$ cat src/source/dft_pkg.sv
package dft_pkg;

  // ********************
  // Sizes
  // ********************

  localparam int NUM_BLOCKS   = 4;   // Block chains behind the wrapper TCB
  localparam int DLL_STATUS_W = 13;  // DLL status word seen on capture

  // ********************
  // Enums
  // ********************

  // Operation applied to the test data register this cycle
  typedef enum logic [1:0] {
    TDR_IDLE    = 2'd0,
    TDR_CAPTURE = 2'd1,
    TDR_SHIFT   = 2'd2,
    TDR_UPDATE  = 2'd3
  } tdr_op_e;

  // Per-block register behavior
  typedef enum logic [1:0] {
    TCM_FUNC    = 2'd0,  // Functional load
    TCM_CAPTURE = 2'd1,  // Capture in scan mode
    TCM_HOLD    = 2'd2,
    TCM_OFF     = 2'd3   // Block parked at zero
  } tcm_mode_e;

  // ********************
  // Control words
  // ********************

  typedef struct packed {
    logic                        scan_mode;
    logic                        scan_reset;
    logic                        scan_enable;
    logic                        loes_mode;    // Launch-off-extra-shift pipe enable
    logic [1:0]                  dftcore2dll;
    tcm_mode_e [NUM_BLOCKS-1:0]  tcm_mode;     // One mode per block chain
  } static_common_t;

  localparam int TDR_W = $bits(static_common_t);

  typedef struct packed {
    logic      scan_mode;
    logic      scan_enable;  // Already qualified by scan_mode
    tcm_mode_e mode;
  } tcm_ctrl_t;

endpackage
$ cat src/source/dft_subsys_top.sv
`timescale 1ns/1ps

module dft_subsys_top
  import dft_pkg::*;
#(
  parameter int CHAIN_LEN = 8
) (
  input  logic                            i_tck,
  input  logic                            i_rst_n,
  input  tdr_op_e                         i_tdr_op,
  input  logic                            i_tdi,
  input  logic [DLL_STATUS_W-1:0]         i_dll_status,
  input  logic [NUM_BLOCKS-1:0]           i_scan_in,
  input  logic [NUM_BLOCKS*CHAIN_LEN-1:0] i_func_d,      // Block k at k*CHAIN_LEN
  output logic                            o_tdo,
  output logic [NUM_BLOCKS-1:0]           o_scan_out,
  output logic [NUM_BLOCKS*CHAIN_LEN-1:0] o_func_q,
  output logic                            o_scan_mode_n,
  output logic                            o_scan_rst_n,
  output logic                            o_scan_shift_n,
  output logic                            o_global_pipe_scanen,
  output logic [1:0]                      o_dftcore2dll
);

  static_common_t                 static_ctrl;
  tcm_ctrl_t [NUM_BLOCKS-1:0]     tcm_ctrl;
  logic      [NUM_BLOCKS-1:0]     chain_in;
  logic      [NUM_BLOCKS-1:0]     chain_out;

  test_data_reg u_tdr (
    .i_tck        (i_tck),
    .i_rst_n      (i_rst_n),
    .i_tdr_op     (i_tdr_op),
    .i_tdi        (i_tdi),
    .i_dll_status (i_dll_status),
    .o_tdo        (o_tdo),
    .o_static     (static_ctrl)
  );

  test_ctrl_block u_tcb (
    .i_tck                (i_tck),
    .i_rst_n              (i_rst_n),
    .i_static             (static_ctrl),
    .i_scan_in            (i_scan_in),
    .i_chain_out          (chain_out),
    .o_tcm_ctrl           (tcm_ctrl),
    .o_chain_in           (chain_in),
    .o_scan_out           (o_scan_out),
    .o_scan_mode_n        (o_scan_mode_n),
    .o_scan_rst_n         (o_scan_rst_n),
    .o_scan_shift_n       (o_scan_shift_n),
    .o_global_pipe_scanen (o_global_pipe_scanen),
    .o_dftcore2dll        (o_dftcore2dll)
  );

  // One chain per internal block, all sharing the global scan reset
  for (genvar k = 0; k < NUM_BLOCKS; k++) begin : g_chain
    block_scan_chain #(
      .CHAIN_LEN (CHAIN_LEN)
    ) u_chain (
      .i_tck        (i_tck),
      .i_rst_n      (i_rst_n),
      .i_tcm_ctrl   (tcm_ctrl[k]),
      .i_scan_rst_n (o_scan_rst_n),
      .i_func_d     (i_func_d[k*CHAIN_LEN +: CHAIN_LEN]),
      .i_scan_in    (chain_in[k]),
      .o_func_q     (o_func_q[k*CHAIN_LEN +: CHAIN_LEN]),
      .o_scan_out   (chain_out[k])
    );
  end

endmodule

$ cat src/source/block_scan_chain.sv
`timescale 1ns/1ps

module block_scan_chain
  import dft_pkg::*;
#(
  parameter int CHAIN_LEN = 8
) (
  input  logic                 i_tck,
  input  logic                 i_rst_n,
  input  tcm_ctrl_t            i_tcm_ctrl,    // Local test control from the TCB
  input  logic                 i_scan_rst_n,  // Global scan reset strobe
  input  logic [CHAIN_LEN-1:0] i_func_d,      // Functional next state
  input  logic                 i_scan_in,
  output logic [CHAIN_LEN-1:0] o_func_q,
  output logic                 o_scan_out
);

  logic [CHAIN_LEN-1:0] chain_q;
  logic [CHAIN_LEN-1:0] chain_d;

  // Scan mode priority is shift, then scan reset, then capture
  always_comb begin
    chain_d = chain_q;
    if (i_tcm_ctrl.scan_mode) begin
      if (i_tcm_ctrl.scan_enable) begin
        chain_d = {chain_q[CHAIN_LEN-2:0], i_scan_in};  // Index i moves to i+1
      end else if (!i_scan_rst_n) begin
        chain_d = '0;
      end else if (i_tcm_ctrl.mode == TCM_CAPTURE) begin
        chain_d = i_func_d;
      end
    end else begin
      case (i_tcm_ctrl.mode)
        TCM_FUNC, TCM_CAPTURE: chain_d = i_func_d;
        TCM_OFF:               chain_d = '0;
        default:               chain_d = chain_q;  // Hold
      endcase
    end
  end

  always_ff @(posedge i_tck or negedge i_rst_n) begin
    if (!i_rst_n) begin
      chain_q <= '0;
    end else begin
      chain_q <= chain_d;
    end
  end

  assign o_func_q   = chain_q;
  assign o_scan_out = chain_q[CHAIN_LEN-1];

  // ********************
  // Checks
  // ********************

  // Shift enable only ever arrives together with scan mode
  a_no_shift_func: assert property (
    @(posedge i_tck) disable iff (!i_rst_n)
    i_tcm_ctrl.scan_enable |-> i_tcm_ctrl.scan_mode
  ) else $error("Chain told to shift outside scan mode");

endmodule

$ cat src/source/test_ctrl_block.sv
`timescale 1ns/1ps

module test_ctrl_block
  import dft_pkg::*;
(
  input  logic                             i_tck,
  input  logic                             i_rst_n,
  input  static_common_t                   i_static,      // From the TDR update stage
  input  logic           [NUM_BLOCKS-1:0]  i_scan_in,     // Top-level scan pins
  input  logic           [NUM_BLOCKS-1:0]  i_chain_out,   // Last flop of each chain
  output tcm_ctrl_t      [NUM_BLOCKS-1:0]  o_tcm_ctrl,    // One TCM word per block
  output logic           [NUM_BLOCKS-1:0]  o_chain_in,    // Serial input of each chain
  output logic           [NUM_BLOCKS-1:0]  o_scan_out,    // Top-level scan out pins
  output logic                             o_scan_mode_n,
  output logic                             o_scan_rst_n,
  output logic                             o_scan_shift_n,
  output logic                             o_global_pipe_scanen,
  output logic           [1:0]             o_dftcore2dll
);

  logic                            shift_en;
  tcm_ctrl_t [NUM_BLOCKS-1:0]      tcm_ctrl_d;

  // Shift is meaningless outside scan mode
  assign shift_en = i_static.scan_enable & i_static.scan_mode;

  // ********************
  // TCM word decode
  // ********************

  always_comb begin
    for (int k = 0; k < NUM_BLOCKS; k++) begin
      tcm_ctrl_d[k].scan_mode   = i_static.scan_mode;
      tcm_ctrl_d[k].scan_enable = shift_en;
      tcm_ctrl_d[k].mode        = i_static.tcm_mode[k];
    end
  end

  always_ff @(posedge i_tck or negedge i_rst_n) begin
    if (!i_rst_n) begin
      o_tcm_ctrl <= '0;  // Functional mode with scan off
    end else begin
      o_tcm_ctrl <= tcm_ctrl_d;
    end
  end

  // ********************
  // Global strobes
  // ********************

  always_ff @(posedge i_tck or negedge i_rst_n) begin
    if (!i_rst_n) begin
      o_scan_mode_n        <= 1'b1;
      o_scan_rst_n         <= 1'b1;
      o_scan_shift_n       <= 1'b1;
      o_global_pipe_scanen <= 1'b0;
      o_dftcore2dll        <= 2'b00;
    end else begin
      o_scan_mode_n        <= ~i_static.scan_mode;
      o_scan_rst_n         <= ~i_static.scan_reset;
      o_scan_shift_n       <= ~shift_en;
      o_global_pipe_scanen <= i_static.loes_mode;
      o_dftcore2dll        <= i_static.dftcore2dll;  // Straight to the DLL
    end
  end

  // Scan data path has no flops of its own
  assign o_chain_in = i_scan_in;
  assign o_scan_out = i_chain_out;

  // ********************
  // Checks
  // ********************

  a_shift_in_scan_mode: assert property (
    @(posedge i_tck) disable iff (!i_rst_n)
    !o_scan_shift_n |-> !o_scan_mode_n
  ) else $error("Scan shift strobe active outside scan mode");

  for (genvar k = 0; k < NUM_BLOCKS; k++) begin : g_tcm_chk
    a_tcm_enable: assert property (
      @(posedge i_tck) disable iff (!i_rst_n)
      o_tcm_ctrl[k].scan_enable |-> o_tcm_ctrl[k].scan_mode
    ) else $error("TCM word %0d enables shift outside scan mode", k);
  end

endmodule

$ cat src/source/test_data_reg.sv
`timescale 1ns/1ps

module test_data_reg
  import dft_pkg::*;
(
  input  logic                    i_tck,         // Test clock
  input  logic                    i_rst_n,
  input  tdr_op_e                 i_tdr_op,      // Operation from the TAP side
  input  logic                    i_tdi,         // Serial data in
  input  logic [DLL_STATUS_W-1:0] i_dll_status,  // Loaded on capture
  output logic                    o_tdo,         // Serial data out
  output static_common_t          o_static       // Update stage driving the controls
);

  logic [TDR_W-1:0] shift_q;
  logic [TDR_W-1:0] capture_val;
  logic [TDR_W-1:0] shift_d;
  logic             update_en;

  // Status sits in the low bits so it leaves first
  assign capture_val = {{(TDR_W-DLL_STATUS_W){1'b0}}, i_dll_status};

  assign update_en = (i_tdr_op == TDR_UPDATE);

  // ********************
  // Shift stage
  // ********************

  always_comb begin
    case (i_tdr_op)
      TDR_CAPTURE: begin
        shift_d = capture_val;
      end
      TDR_SHIFT: begin
        shift_d = {i_tdi, shift_q[TDR_W-1:1]};  // Toward LSB
      end
      default: begin
        shift_d = shift_q;  // Idle and update leave it alone
      end
    endcase
  end

  always_ff @(posedge i_tck or negedge i_rst_n) begin
    if (!i_rst_n) begin
      shift_q <= '0;
    end else begin
      shift_q <= shift_d;
    end
  end

  assign o_tdo = shift_q[0];

  // ********************
  // Update stage
  // ********************

  // Only this stage reaches the TCB, so shifting leaves the controls steady
  always_ff @(posedge i_tck or negedge i_rst_n) begin
    if (!i_rst_n) begin
      o_static <= '0;
    end else if (update_en) begin
      o_static <= static_common_t'(shift_q);
    end
  end

  // ********************
  // Checks
  // ********************

  a_tdr_op_known: assert property (
    @(posedge i_tck) disable iff (!i_rst_n)
    !$isunknown(i_tdr_op)
  ) else $error("TDR opcode unknown");

endmodule

$ cat config.mk
export PLATFORM = sky130hd
export DESIGN_NAME = dft_subsys_top
export DESIGN_NICKNAME = d
export VERILOG_FILES = /design/src/source/dft_pkg.sv /design/src/source/dft_subsys_top.sv /design/src/source/block_scan_chain.sv /design/src/source/test_ctrl_block.sv /design/src/source/test_data_reg.sv
export SDC_FILE = /design/constraint.sdc
export NUM_CORES = 1
export LEC_CHECK = 0
export BUFFER_PORTS_ARGS = -buffer_cell sky130_fd_sc_hd__buf_4
export CAP_MARGIN = 20
export CELL_PAD_IN_SITES_DETAIL_PLACEMENT = 1
export CELL_PAD_IN_SITES_GLOBAL_PLACEMENT = 1
export CORE_MARGIN = 2
export CORE_UTILIZATION = 36
export DETAILED_ROUTE_END_ITERATION = 6
export GPL_ROUTABILITY_DRIVEN = 1
export HOLD_SLACK_MARGIN = 0.08
export PLACE_DENSITY = 0.77
export SYNTH_ARGS = -nofsm -noshare
export SYNTH_HDL_FRONTEND = slang
export SYNTH_SLANG_ARGS = --single-unit
$ cat constraint.sdc
create_clock -name i_tck -period 1.3 [get_ports i_tck]
set_clock_uncertainty 0.05 [all_clocks]
set_input_delay 0.195 -clock i_tck [delete_from_list [all_inputs] [get_ports i_tck]]
set_output_delay 0.195 -clock i_tck [all_outputs]
set_load 0.005 [all_outputs]
## Yosys cells after proc, flatten, opt, wreduce, memory -nomap -nowiden

Index checks and enable logic that the tools add are counted.

- Memories: 0
- Input bits: 54
- Word-level logic and storage cells: 82
- Output and inout bits: 43
- Memory bits (writable): 0
- Register bits: 76
- ROM bits: 0
- Bits in latches: 0

- Div/mod/pow operators: 0
- Order comparisons: 0
- Shift-type cells: 0
- Eq/ne operators: 15
- Add/sub/neg operators: 0
- Bitwise gates (word level): 4
- Mux-type cells: 21
- $mul: 0
- Reductions and logical operators: 17

Operators by type and width:

| cell | number |
|---|---|
| $mux 8 | 16 |
| $pmux 8 s2 | 4 |
| $pmux 14 s2 | 1 |
| $ne 4x3->1 const B | 4 |
| $eq 2x2->1 const B | 6 |
| $reduce_bool 3->1 | 4 |
| $eq 2x1->1 const B | 5 |
| $logic_not 2->1 | 4 |
| $reduce_and 2->1 | 4 |
| $reduce_or 2->1 | 4 |
| $not 1->1 | 3 |
| $reduce_bool 2->1 | 1 |
| $and 1x1->1 | 1 |

## Longest topological paths before layout

Gate-level depths: netlist of run 1.

- Depth in word-level cells: 5
- Gate-level depth with buffers: 6
- Depth with buffers taken out: 4

## By module

Synthesis of run 1 repeated with hierarchy kept, for this count alone.

- Cells, all modules: 299
- Area total of the unflattened synthesis: 3985.1 um^2

Modules (own cells, without submodules):

| module | cells each | instances | sequential area each (um^2) | area each (um^2) |
|---|---|---|---|---|
| block_scan_chain | 43 | 4 | 200.2 | 565.5 |
| test_data_reg | 93 | 1 | 700.7 | 1196.1 |
| test_ctrl_block | 34 | 1 | 404.1 | 526.8 |

## Worst setup path after synthesis of run 1

No wires, ideal clock.

- Path kind: flip-flop to flip-flop
- Start: reg u_tcb.o_scan_rst_n
- End: reg g_chain[0].u_chain.chain_q[0]
- Arrival: 1.250 ns
- Setup time: 0.086 ns
- Clock period less this slack: 1.385 ns
- Data required time: 1.164 ns
- Cell stages (with the launch flop): 6
- Path buffers: 2
- Path slack: -0.085 ns
- Path through: dfstp_2 nor2b_1 clkbuf_1 buf_2 o211ai_1 a32oi_1

- Cells in the longest elaborated chain, start to end: 3
- Elaborated cells on any way between the ends: 5
- Those cells by class: 1 x eq/ne; 3 x mux; 1 x reduce/logical

RTL lines:

| item | RTL line | text |
|---|---|---|
| start: declaration | test_ctrl_block.sv:15 | `output logic o_scan_rst_n,` |
| start signal: assignment | test_ctrl_block.sv:60 | `o_scan_rst_n <= ~i_static.scan_reset;` |
| $mux 8 | block_scan_chain.sv:27 | `end else if (!i_scan_rst_n) begin` |
| $mux 8 | block_scan_chain.sv:25 | `if (i_tcm_ctrl.scan_enable) begin` |
| $mux 8 | block_scan_chain.sv:24 | `if (i_tcm_ctrl.scan_mode) begin` |
| end signal: assignment | block_scan_chain.sv:45 | `chain_q <= chain_d;` |
| end: declaration | block_scan_chain.sv:18 | `logic [CHAIN_LEN-1:0] chain_q;` |

Parallel ways exist; a longest one is shown, timed or not.
A chain may end at the register's enable or synchronous reset.

## Final worst setup path of run 1

- Start: reg u_tcb.o_scan_rst_n
- End: reg g_chain[0].u_chain.chain_q[1]

Same word-level chain as after synthesis.

==> results of run 1 <==
worst max-delay path, stage by stage, from the launching register on:
cell and delay [ns]:
dfstp_2 0.55, nor2b_4 0.19, buf_12 0.18, o211ai_1 0.10, a32oi_1 0.23
registers in the layout (all words and copies together), names as in the netlist:
name	flops
u_tcb.o_scan_mode_n	1
u_tcb.o_dftcore2dll	2
u_tdr.o_static	14
g_chain.u_chain.o_func_q	32
u_tcb.o_tcm_ctrl	10
u_tcb.o_global_pipe_scanen	1
u_tdr.shift_q	14
u_tcb.o_scan_shift_n	1
u_tcb.o_scan_rst_n	1
metrics by stage:
step	hold slack, ns	power (W)	instance area [um2]	utilization (%)	std cells
after global placement	0.0684	0.00628	4470	46.1	541
after CTS	0.0814	0.00826	4840	50.0	569
final	0.0921	0.00826	4910	50.7	571
after floorplan	-0.151	0.00502	3570	-	321
after global routing	0.0991	0.00883	4910	50.7	571
after detailed placement	0.0770	0.00644	4470	46.1	541
layout make-up:
type / instances / area (um2) / area share, %
tap: 133 / 166 / 3.39
timing repair buffer: 128 / 1090 / 22.2
inverter: 37 / 139 / 2.83
multi-input combinational: 181 / 1440 / 29.3
sequential: 76 / 1910 / 38.8
clock buffer: 12 / 145 / 2.95
clock inverter: 4 / 26.3 / 0.535
cell usage after synthesis, drive strengths merged:
master / number
a21o: 4
a21oi: 32
a32oi: 32
and2: 1
and3b: 1
buf: 24
clkbuf: 4
dfrtp: 73
dfstp: 3
ha: 2
inv: 37
mux2: 12
mux2i: 13
nand2: 22
nand2b: 4
nand3b: 4
nor2b: 1
nor3b: 4
o211ai: 32
o21ai: 16
power groups by stage:
stage	sequential [W]	clock [W]	combinational [W]
2_1_floorplan	0.00358	0	0.00144
3_3_place_gp	0.00367	0	0.00261
3_5_place_dp	0.00371	0	0.00274
4_1_cts	0.00367	0.00166	0.00293
5_1_grt	0.00377	0.00176	0.00330
6_report	0.00368	0.00158	0.00300
timing repair:
action,in CTS,in global routing
resized for setup,25,10
setup buffers,3,2
hold buffers,8,0
pin swaps,5,12
endpoints found under the hold margin,82,0
setup endpoints to repair,33,33
cloned,1,0
kinds of logic after synthesis:
kind of cell	synth area share, %
buf+inv	9.55
flops	53.5
simple gates	6.64
mux	7.44
fa+ha+maj	0.702
compound gates	22.2
worst max path at each step:
| stage | startpoint | to | slack [ns] | cells past startpoint |
|---|---|---|---|---|
| 2_1_floorplan | u_tcb.o_scan_rst_n | g_chain[0].u_chain.o_func_q[0] | -0.02 | 5 |
| 3_3_place_gp | u_tcb.o_scan_rst_n | g_chain[3].u_chain.o_func_q[2] | -0.1 | 4 |
| 3_5_place_dp | u_tcb.o_tcm_ctrl[3] | g_chain[0].u_chain.o_func_q[2] | -0.16 | 4 |
| 4_1_cts | u_tcb.o_scan_rst_n | g_chain[0].u_chain.o_func_q[1] | -0.09 | 4 |
| 5_1_grt | u_tcb.o_scan_rst_n | g_chain[1].u_chain.o_func_q[3] | -0.14 | 4 |
| 6_report | u_tcb.o_scan_rst_n | g_chain[0].u_chain.o_func_q[1] | -0.08 | 4 |
routing by layer:
layer | share of wire, % | up-vias
li1 | - | 1390
met1 | 43 | 1498
met2 | 50 | 92
met3 | 5.8 | 11
met4 | 0.98 | 0
met5 | 0 | -
==> flow_summary_export.csv, run 1 <==
group,metric,value,unit
route,totalWireLength,9750,um
floorplanning,fp.dieArea,0.0107,mm2
route,dr.pass1.iters,4,
timing,relSlewSlack,77.5,%
critical_path,cp.required,1.51,ns
global_route,grt_most_used_layer,"met2",
timing,worst_pin_slew,0.338,ns
cells_and_area,fin_nets,489,
min_path,hold_end,"u_tdr.shift_q[2]",
floorplanning,core,0.00968,mm2
cells_and_area,num_antenna_cells,0,
critical_path,critPathArrivalTime,1.59,ns
placed_design,dpl.hpwl,6660,um
timing,fin_crit_sh,106,%
power_and_ir_drop,p_int,0.00546,W
critical_path,rr_startpoint,"u_tcb.o_scan_rst_n",
critical_path,cp-start-kind,"flop",
critical_path,worstPathMaxFanout,24,
timing,fmax,0.724,GHz
placed_design,port_buffers,96,
global_route,grt_pass1_wl,15500,um
floorplanning,start_util,36.8,%
power_and_ir_drop,p_per_area,1680,mW/mm2
placed_design,gp_congestion,0.819,
power_and_ir_drop,swShare,33.9,%
power_and_ir_drop,power.clock.fraction,19.2,%
min_path,hold_depth,3,
power_and_ir_drop,irDropWorstVdd,0.000771,V
clock_tree,cts_tree,"yes",
floorplanning,die_h,103,um
critical_path,critical_path_class,"flop to flop",
timing,worst_slack,-0.0809,ns
min_path,hold_class,"input port to flop",
yosys,yosys-top-cells-area,"dfrtp_1 51%, a32oi_1 7.9%, o211ai_1 6.7%, a21oi_1 4.5%, inv_1 3.9%",
yosys,synth_top_area_share,51.3,%
timing,rsz0062_at_grt,"yes",
clock_tree,numCtsBuffers,9,
yosys,yosysSeqAreaShare,53.5,%
global_route,grtUsageMet2,33.0,%
status,violations,"negative setup slack",
cells_and_area,area_growth,37.9,%
yosys,yosys_warnings,0,
global_route,grtUsageMet3,4.77,%
timing,finalSetupViolations,33,
clock_tree,clk_pin_slew_worst_paths,0.08,ns
timing,final.setup.tns,-1.66,ns
yosys,syn_nets,377,
route,first_iter_violations,103,
clock_tree,htree_levels,3,
cells_and_area,final_common_cell,"buf_4",
floorplanning,ios,97,
cells_and_area,drive_above_1_share,38.8,%
route,drcViolationCount,0,
yosys,synth-seq-cells,76,
yosys,synth_area_per_cell,11.1,um2
critical_path,critPathCaptureType,"flop",
global_route,grt_max_degree,29,
clock_tree,root_buffer,"clkbuf_8",
route,ant_nets,0,
critical_path,r2r_cells,4,
yosys,syn_inst,321,
critical_path,timing.rr.end,"g_chain[0].u_chain.o_func_q[1]",
clock_tree,cts.path.max_buffers,2,
clock_tree,clk_latency,0.35,ns
critical_path,rrSetupSlack,-0.08,ns
cells_and_area,final_cell_mix,"107 x buf_4, 72 x dfrtp_1, 37 x inv_1",
global_route,grt_overflow,0,
power_and_ir_drop,pwr-share-comb,36.3,%
route,wl_per_cell,17.1,um
power_and_ir_drop,seqPwrFrac,44.6,%
global_route,antenna_found_initial,0,
power_and_ir_drop,leakage,2.23,nW
status,status,"finished, violations left",
route,vias,2991,
global_route,grt_util_met1,23.3,%
floorplanning,die_w,103,um
timing,fin_crit,1.38,ns
yosys,syn_area,0.00356,mm2
timing,slew_viol_final,0,
clock_tree,clock_sinks,76,
floorplanning,num_rows,36,
placed_design,place_ws,-0.160,ns
power_and_ir_drop,p_switching,0.00280,W
global_route,grt_usage,19.0,%
yosys,yosys.cell_types.count,23,
min_path,min_from,"i_dll_status[2]",
yosys,synth.largest_area_cell,"dfrtp_1",
route,viasPerCell,5.24,
cells_and_area,fillers,1063,
flow_run,cap_violations,0,
global_route,first_global_vias,3177,
timing,finalHoldViolations,0,
Power figures use the tool's default switching activity.
==> inputs of run 2 (changes only) <==
Settings changed: SKIP_CTS_REPAIR_TIMING set to 1.
==> flow_summary_export.csv, run 2 (synthesis results as in run 1) <==
group,metric,value,unit
cells_and_area,finish.utilization,49.0,%
clock_tree,cts_tree,"yes",
critical_path,cpMaxStageDelayCell,"dfrtp_1",
critical_path,critPathCaptureType,"flop",
global_route,grt_usage,17.9,%
placed_design,placedCellCount,541,
status,status,"finished, violations left",
floorplanning,die_w,103,um
critical_path,crit_family,"flip-flops",
min_path,hold_class,"input port to flop",
route,dr.pass1.iters,4,
route,viasPerCell,5.18,
status,violations,"negative setup slack",
route,wl_per_cell,16.9,um
timing,finalSetupViolations,33,
floorplanning,ios,97,
cells_and_area,fin_nets,479,
flow_run,cap_violations,0,
clock_tree,clk_latency,0.35,ns
cells_and_area,final_cells,561,
timing,worst_slack,-0.152,ns
critical_path,slowest_delay,0.41,ns
power_and_ir_drop,p_per_area,1710,mW/mm2
power_and_ir_drop,pwr-share-comb,34.9,%
cells_and_area,drive_above_1_share,37.9,%
route,vias,2904,
clock_tree,numCtsBuffers,9,
clock_tree,clock_sinks,76,
route,wl_met3,662,um
global_route,grt_max_degree,33,
clock_tree,htree_levels,3,
critical_path,cp.required,1.47,ns
timing,slew_viol_final,0,
route,top_layer_used,"met4",
placed_design,gp_congestion,0.819,
clock_tree,cts.path.max_buffers,2,
cells_and_area,final_cell_mix,"105 x buf_4, 72 x dfrtp_1, 37 x inv_1",
critical_path,path_cells,"buf_12 > nand3b_1 > o211ai_1 > a32oi_1",
placed_design,dpl.hpwl,6660,um
floorplanning,start_util,36.8,%
global_route,grt_pass1_wl,14600,um
timing,relSlewSlack,75.0,%
power_and_ir_drop,power.clock.fraction,19.7,%
power_and_ir_drop,seqPwrFrac,45.4,%
timing,fin_crit_sh,112,%
floorplanning,die_h,103,um
floorplanning,num_rows,36,
route,drcViolationCount,0,
route,met2WireLength,4740,um
power_and_ir_drop,p_total,0.00809,W
placed_design,port_buffers,96,
timing,finalHoldViolations,0,
timing,worst_pin_slew,0.374,ns
floorplanning,core,0.00968,mm2
cells_and_area,area_growth,33.1,%
critical_path,worst-path-buf-inv,1,
route,ant_nets,0,
critical_path,worstPathMaxFanout,11,
cells_and_area,num_antenna_cells,0,
global_route,first_global_vias,2989,
power_and_ir_drop,p_switching,0.00272,W
global_route,antenna_found_initial,0,
global_route,grt_overflow,0,
route,totalWireLength,9500,um
timing,rsz0062_at_grt,"yes",
floorplanning,fp.dieArea,0.0107,mm2
critical_path,critPathArrivalTime,1.62,ns
route,first_iter_violations,87,
power_and_ir_drop,leakage,2.17,nW
clock_tree,clk_pin_slew_worst_paths,0.08,ns
power_and_ir_drop,swShare,33.7,%
timing,fmax,0.689,GHz
cells_and_area,final_common_cell,"buf_4",
timing,fin_crit,1.45,ns
critical_path,critical_path_class,"flop to flop",
critical_path,cp-start-kind,"flop",
power_and_ir_drop,p_int,0.00537,W
power_and_ir_drop,irDropWorstVdd,0.000754,V
route,met1_length,4020,um
clock_tree,root_buffer,"clkbuf_8",
cells_and_area,largest_register_ffs,32,
## run 2: cell count changes in the layout (fill, tap and decap cells not counted), moves of 2 or more
| cell | before | now |
|---|---|---|
| buf_4 | 107 | 105 |
| a21oi_1 | 29 | 31 |
| a21oi_2 | 3 | 1 |
| a21o_4 | 4 | 2 |
| a21o_2 | 0 | 2 |
| nand2_8 | 3 | 0 |
| dlygate4sd3_1 | 8 | 2 |
| nand2_2 | 0 | 2 |
## run 2: path summary, 6_finish.rpt
kind	start	endpoint	slack [ns]	cells past startpoint
max	u_tcb.o_tcm_ctrl[3]	g_chain[1].u_chain.o_func_q[3]	-0.15	4
min	i_dll_status[7]	u_tdr.shift_q[7]	0.08	3
max reg2reg	u_tcb.o_tcm_ctrl[3]	g_chain[1].u_chain.o_func_q[3]	-0.15	4
min reg2reg	u_tdr.o_static[12]	u_tcb.o_scan_rst_n	0.33	1
max in group asynchronous	i_rst_n	u_tcb.o_scan_rst_n	0.41	3
min in group asynchronous	i_rst_n	g_chain[2].u_chain.o_func_q[3]	0.25	2
## run 2: final cells by class
cell class	instances	area (um2)
multi-input cells	181	1370
inverters	37	139
well taps	133	166
flip-flops and latches	76	1910
fillers	1077	4940
repair buffers	118	985
clock buffers	12	145
clock inverters	4	26.3
## run 2: layer usage
layer	global-route usage (%)	vias up
met5	0	-
met4	5.47	0
met3	5.44	8
met2	29.6	88
met1	22.5	1441
li1	-	1367
## run 2: per-stage QoR
step	setup slack, ns	hold WS (ns)	area [um2]	setup TNS (ns)
6_report	-0.152	0.0820	4740	-3.15
5_1_grt	-0.225	0.0875	4740	-6.21
4_1_cts	-0.173	-0.315	4640	-4.39
3_5_place_dp	-0.160	0.0770	4470	-3.90
3_3_place_gp	-0.0964	0.0684	4470	-2.44
2_1_floorplan	-0.0181	-0.151	3570	-0.516
## run 2: worst register-to-register path: stages (launching register included)
cell	delay, ns
dfrtp_1	0.41
buf_12	0.16
nand3b_1	0.36
o211ai_1	0.22
a32oi_1	0.12
## run 2: power groups by stage
stage          Combinational, W  Clock, W  Sequential (W)
2_1_floorplan           0.00144         0         0.00358
3_3_place_gp            0.00261         0         0.00367
3_5_place_dp            0.00274         0         0.00371
4_1_cts                 0.00275   0.00166         0.00366
5_1_grt                 0.00313   0.00177         0.00377
6_report                0.00283   0.00159         0.00367
==> inputs of run 3 (changes only) <==
--- a/config.mk
+++ b/config.mk
@@ -17,2 +17,3 @@
 export PLACE_DENSITY = 0.77
+export RECOVER_POWER = 100
 export SKIP_CTS_REPAIR_TIMING = 1
==> constraint.sdc (replaced) <==
create_clock -name i_tck -period 1.3 [get_ports i_tck]
set_clock_uncertainty 0.05 [all_clocks]
set_input_delay 0.26 -clock i_tck [delete_from_list [all_inputs] [get_ports i_tck]]
set_output_delay 0.26 -clock i_tck [all_outputs]
set_load 0.005 [all_outputs]
==> flow_summary_export.csv, run 3 (synthesis results as in run 1) <==
group,metric,value,unit
status,status,"finished, violations left",
status,violations,"negative setup slack",
power_and_ir_drop,seqPwrFrac,44.5,%
power_and_ir_drop,irDropWorstVdd,0.000608,V
floorplanning,die_w,103,um
cells_and_area,final_cells,562,
clock_tree,root_buffer,"clkbuf_8",
critical_path,timing.rr.end,"g_chain[2].u_chain.o_func_q[2]",
route,viasPerCell,5.33,
timing,rsz0062_at_grt,"yes",
critical_path,cp-start-kind,"flop",
critical_path,cpMaxStageDelayCell,"dfstp_2",
floorplanning,start_util,36.8,%
timing,fin_crit_sh,113,%
cells_and_area,final_cell_mix,"72 x dfrtp_1, 67 x buf_4, 37 x inv_1",
route,totalWireLength,9870,um
global_route,grt_overflow,0,
power_and_ir_drop,p_int,0.00546,W
critical_path,rr_startpoint,"u_tcb.o_scan_rst_n",
critical_path,slowest_delay,0.55,ns
min_path,min_from,"i_tdi",
critical_path,critical_path_class,"flop to flop",
timing,fmax,0.678,GHz
placed_design,gp_congestion,0.837,
placed_design,dpl.hpwl,6740,um
placed_design,placedCellCount,540,
timing,relSlewSlack,64.1,%
global_route,grt_max_degree,38,
critical_path,critPathCaptureType,"flop",
cells_and_area,area_growth,31.7,%
route,vias,2994,
clock_tree,clk_latency,0.35,ns
min_path,hold_end,"u_tdr.shift_q[13]",
floorplanning,core,0.00968,mm2
floorplanning,ios,97,
timing,finalSetupViolations,33,
power_and_ir_drop,p_switching,0.00281,W
critical_path,path_cells,"nor2b_4 > clkbuf_16 > o211ai_1 > a32oi_1",
cells_and_area,largest_register_ffs,32,
clock_tree,htree_levels,3,
route,first_iter_violations,122,
timing,worst_pin_slew,0.538,ns
power_and_ir_drop,pwr-share-comb,33.1,%
min_path,hold_depth,3,
floorplanning,fp.dieArea,0.0107,mm2
placed_design,port_buffers,96,
power_and_ir_drop,power.clock.fraction,22.4,%
route,wl_per_cell,17.6,um
global_route,grt_pass1_wl,15300,um
critical_path,rrSetupSlack,-0.17,ns
cells_and_area,num_antenna_cells,0,
clock_tree,numCtsBuffers,9,
power_and_ir_drop,swShare,34.0,%
timing,slew_viol_final,0,
placed_design,place_area,0.00446,mm2
power_and_ir_drop,leakage,2.14,nW
cells_and_area,drive_above_1_share,37.1,%
global_route,first_global_vias,3121,
power_and_ir_drop,p_per_area,1760,mW/mm2
flow_run,cap_violations,0,
floorplanning,die_h,103,um
critical_path,critPathArrivalTime,1.69,ns
floorplanning,num_rows,36,
min_path,hold_class,"input port to flop",
clock_tree,cts.path.max_buffers,2,
clock_tree,clock_sinks,76,
route,ant_nets,0,
route,drcViolationCount,0,
critical_path,cp.required,1.51,ns
global_route,grt_usage,18.4,%
timing,finalHoldViolations,0,
critical_path,worstPathMaxFanout,16,
cells_and_area,fin_nets,480,
timing,fin_crit,1.47,ns
route,dr.pass1.iters,4,
critical_path,r2r_cells,4,
cells_and_area,finalInstanceArea,0.00469,mm2
cells_and_area,final_common_cell,"dfrtp_1",
clock_tree,clk_pin_slew_worst_paths,0.08,ns
timing,worst_slack,-0.174,ns
global_route,antenna_found_initial,0,
clock_tree,cts_tree,"yes",
## run 3: how the worst max path moves through the flow
stage / depth (start not counted) / from / to / slack [ns]
final: 4 / u_tcb.o_scan_rst_n / g_chain[2].u_chain.o_func_q[2] / -0.17
after global routing: 4 / u_tcb.o_scan_rst_n / g_chain[1].u_chain.o_func_q[7] / -0.22
after CTS: 4 / u_tcb.o_tcm_ctrl[3] / g_chain[2].u_chain.o_func_q[0] / -0.17
after detailed placement: 4 / u_tcb.o_tcm_ctrl[3] / g_chain[2].u_chain.o_func_q[0] / -0.16
after global placement: 4 / u_tcb.o_tcm_ctrl[3] / g_chain[0].u_chain.o_func_q[3] / -0.12
after floorplan: 5 / u_tcb.o_scan_rst_n / g_chain[0].u_chain.o_func_q[0] / -0.02
## run 3: layout make-up
cell class | count | area (um2)
inverter | 37 | 139
timing repair buffer | 119 | 923
clock inverter | 5 | 58.8
multi-input combinational | 181 | 1360
clock buffer | 11 | 141
fill | 1087 | 4990
tap | 133 | 166
sequential | 76 | 1910
## run 3: power groups by stage
stage               Combinational, W  Sequential, W  Clock [W]
floorplan                    0.00144        0.00358          0
global placement             0.00260        0.00367          0
detailed placement           0.00274        0.00372          0
CTS                          0.00276        0.00369    0.00191
global route                 0.00305        0.00378    0.00200
finish                       0.00274        0.00368    0.00185
## run 3: stage by stage
step	setup TNS (ns)	total power, W	setup WS, ns	util (%)	hold slack, ns
after global routing	-6.34	0.00883	-0.224	48.4	0.154
after detailed placement	-3.93	0.00646	-0.158	46.1	0.120
after floorplan	-0.516	0.00502	-0.0181	-	-0.0856
final	-4.17	0.00827	-0.174	48.4	0.146
after CTS	-4.56	0.00835	-0.166	48.1	-0.263
after global placement	-2.40	0.00627	-0.116	46.1	0.114
## run 3: critical path, delay by kind of cell (launching register included)
family,cells,cell delay (ns)
simple gates,1,0.24
flops,1,0.55
compound gates,2,0.32
buf+inv,1,0.22
## run 3: routing by layer
layer	vias to the layer above	GRT usage (%)	share of wire, %
li1	1373	-	-
met1	1511	24.9	44
met2	95	29.5	49
met3	15	3.43	6.0
met4	0	6.98	1.6
met5	-	0	0
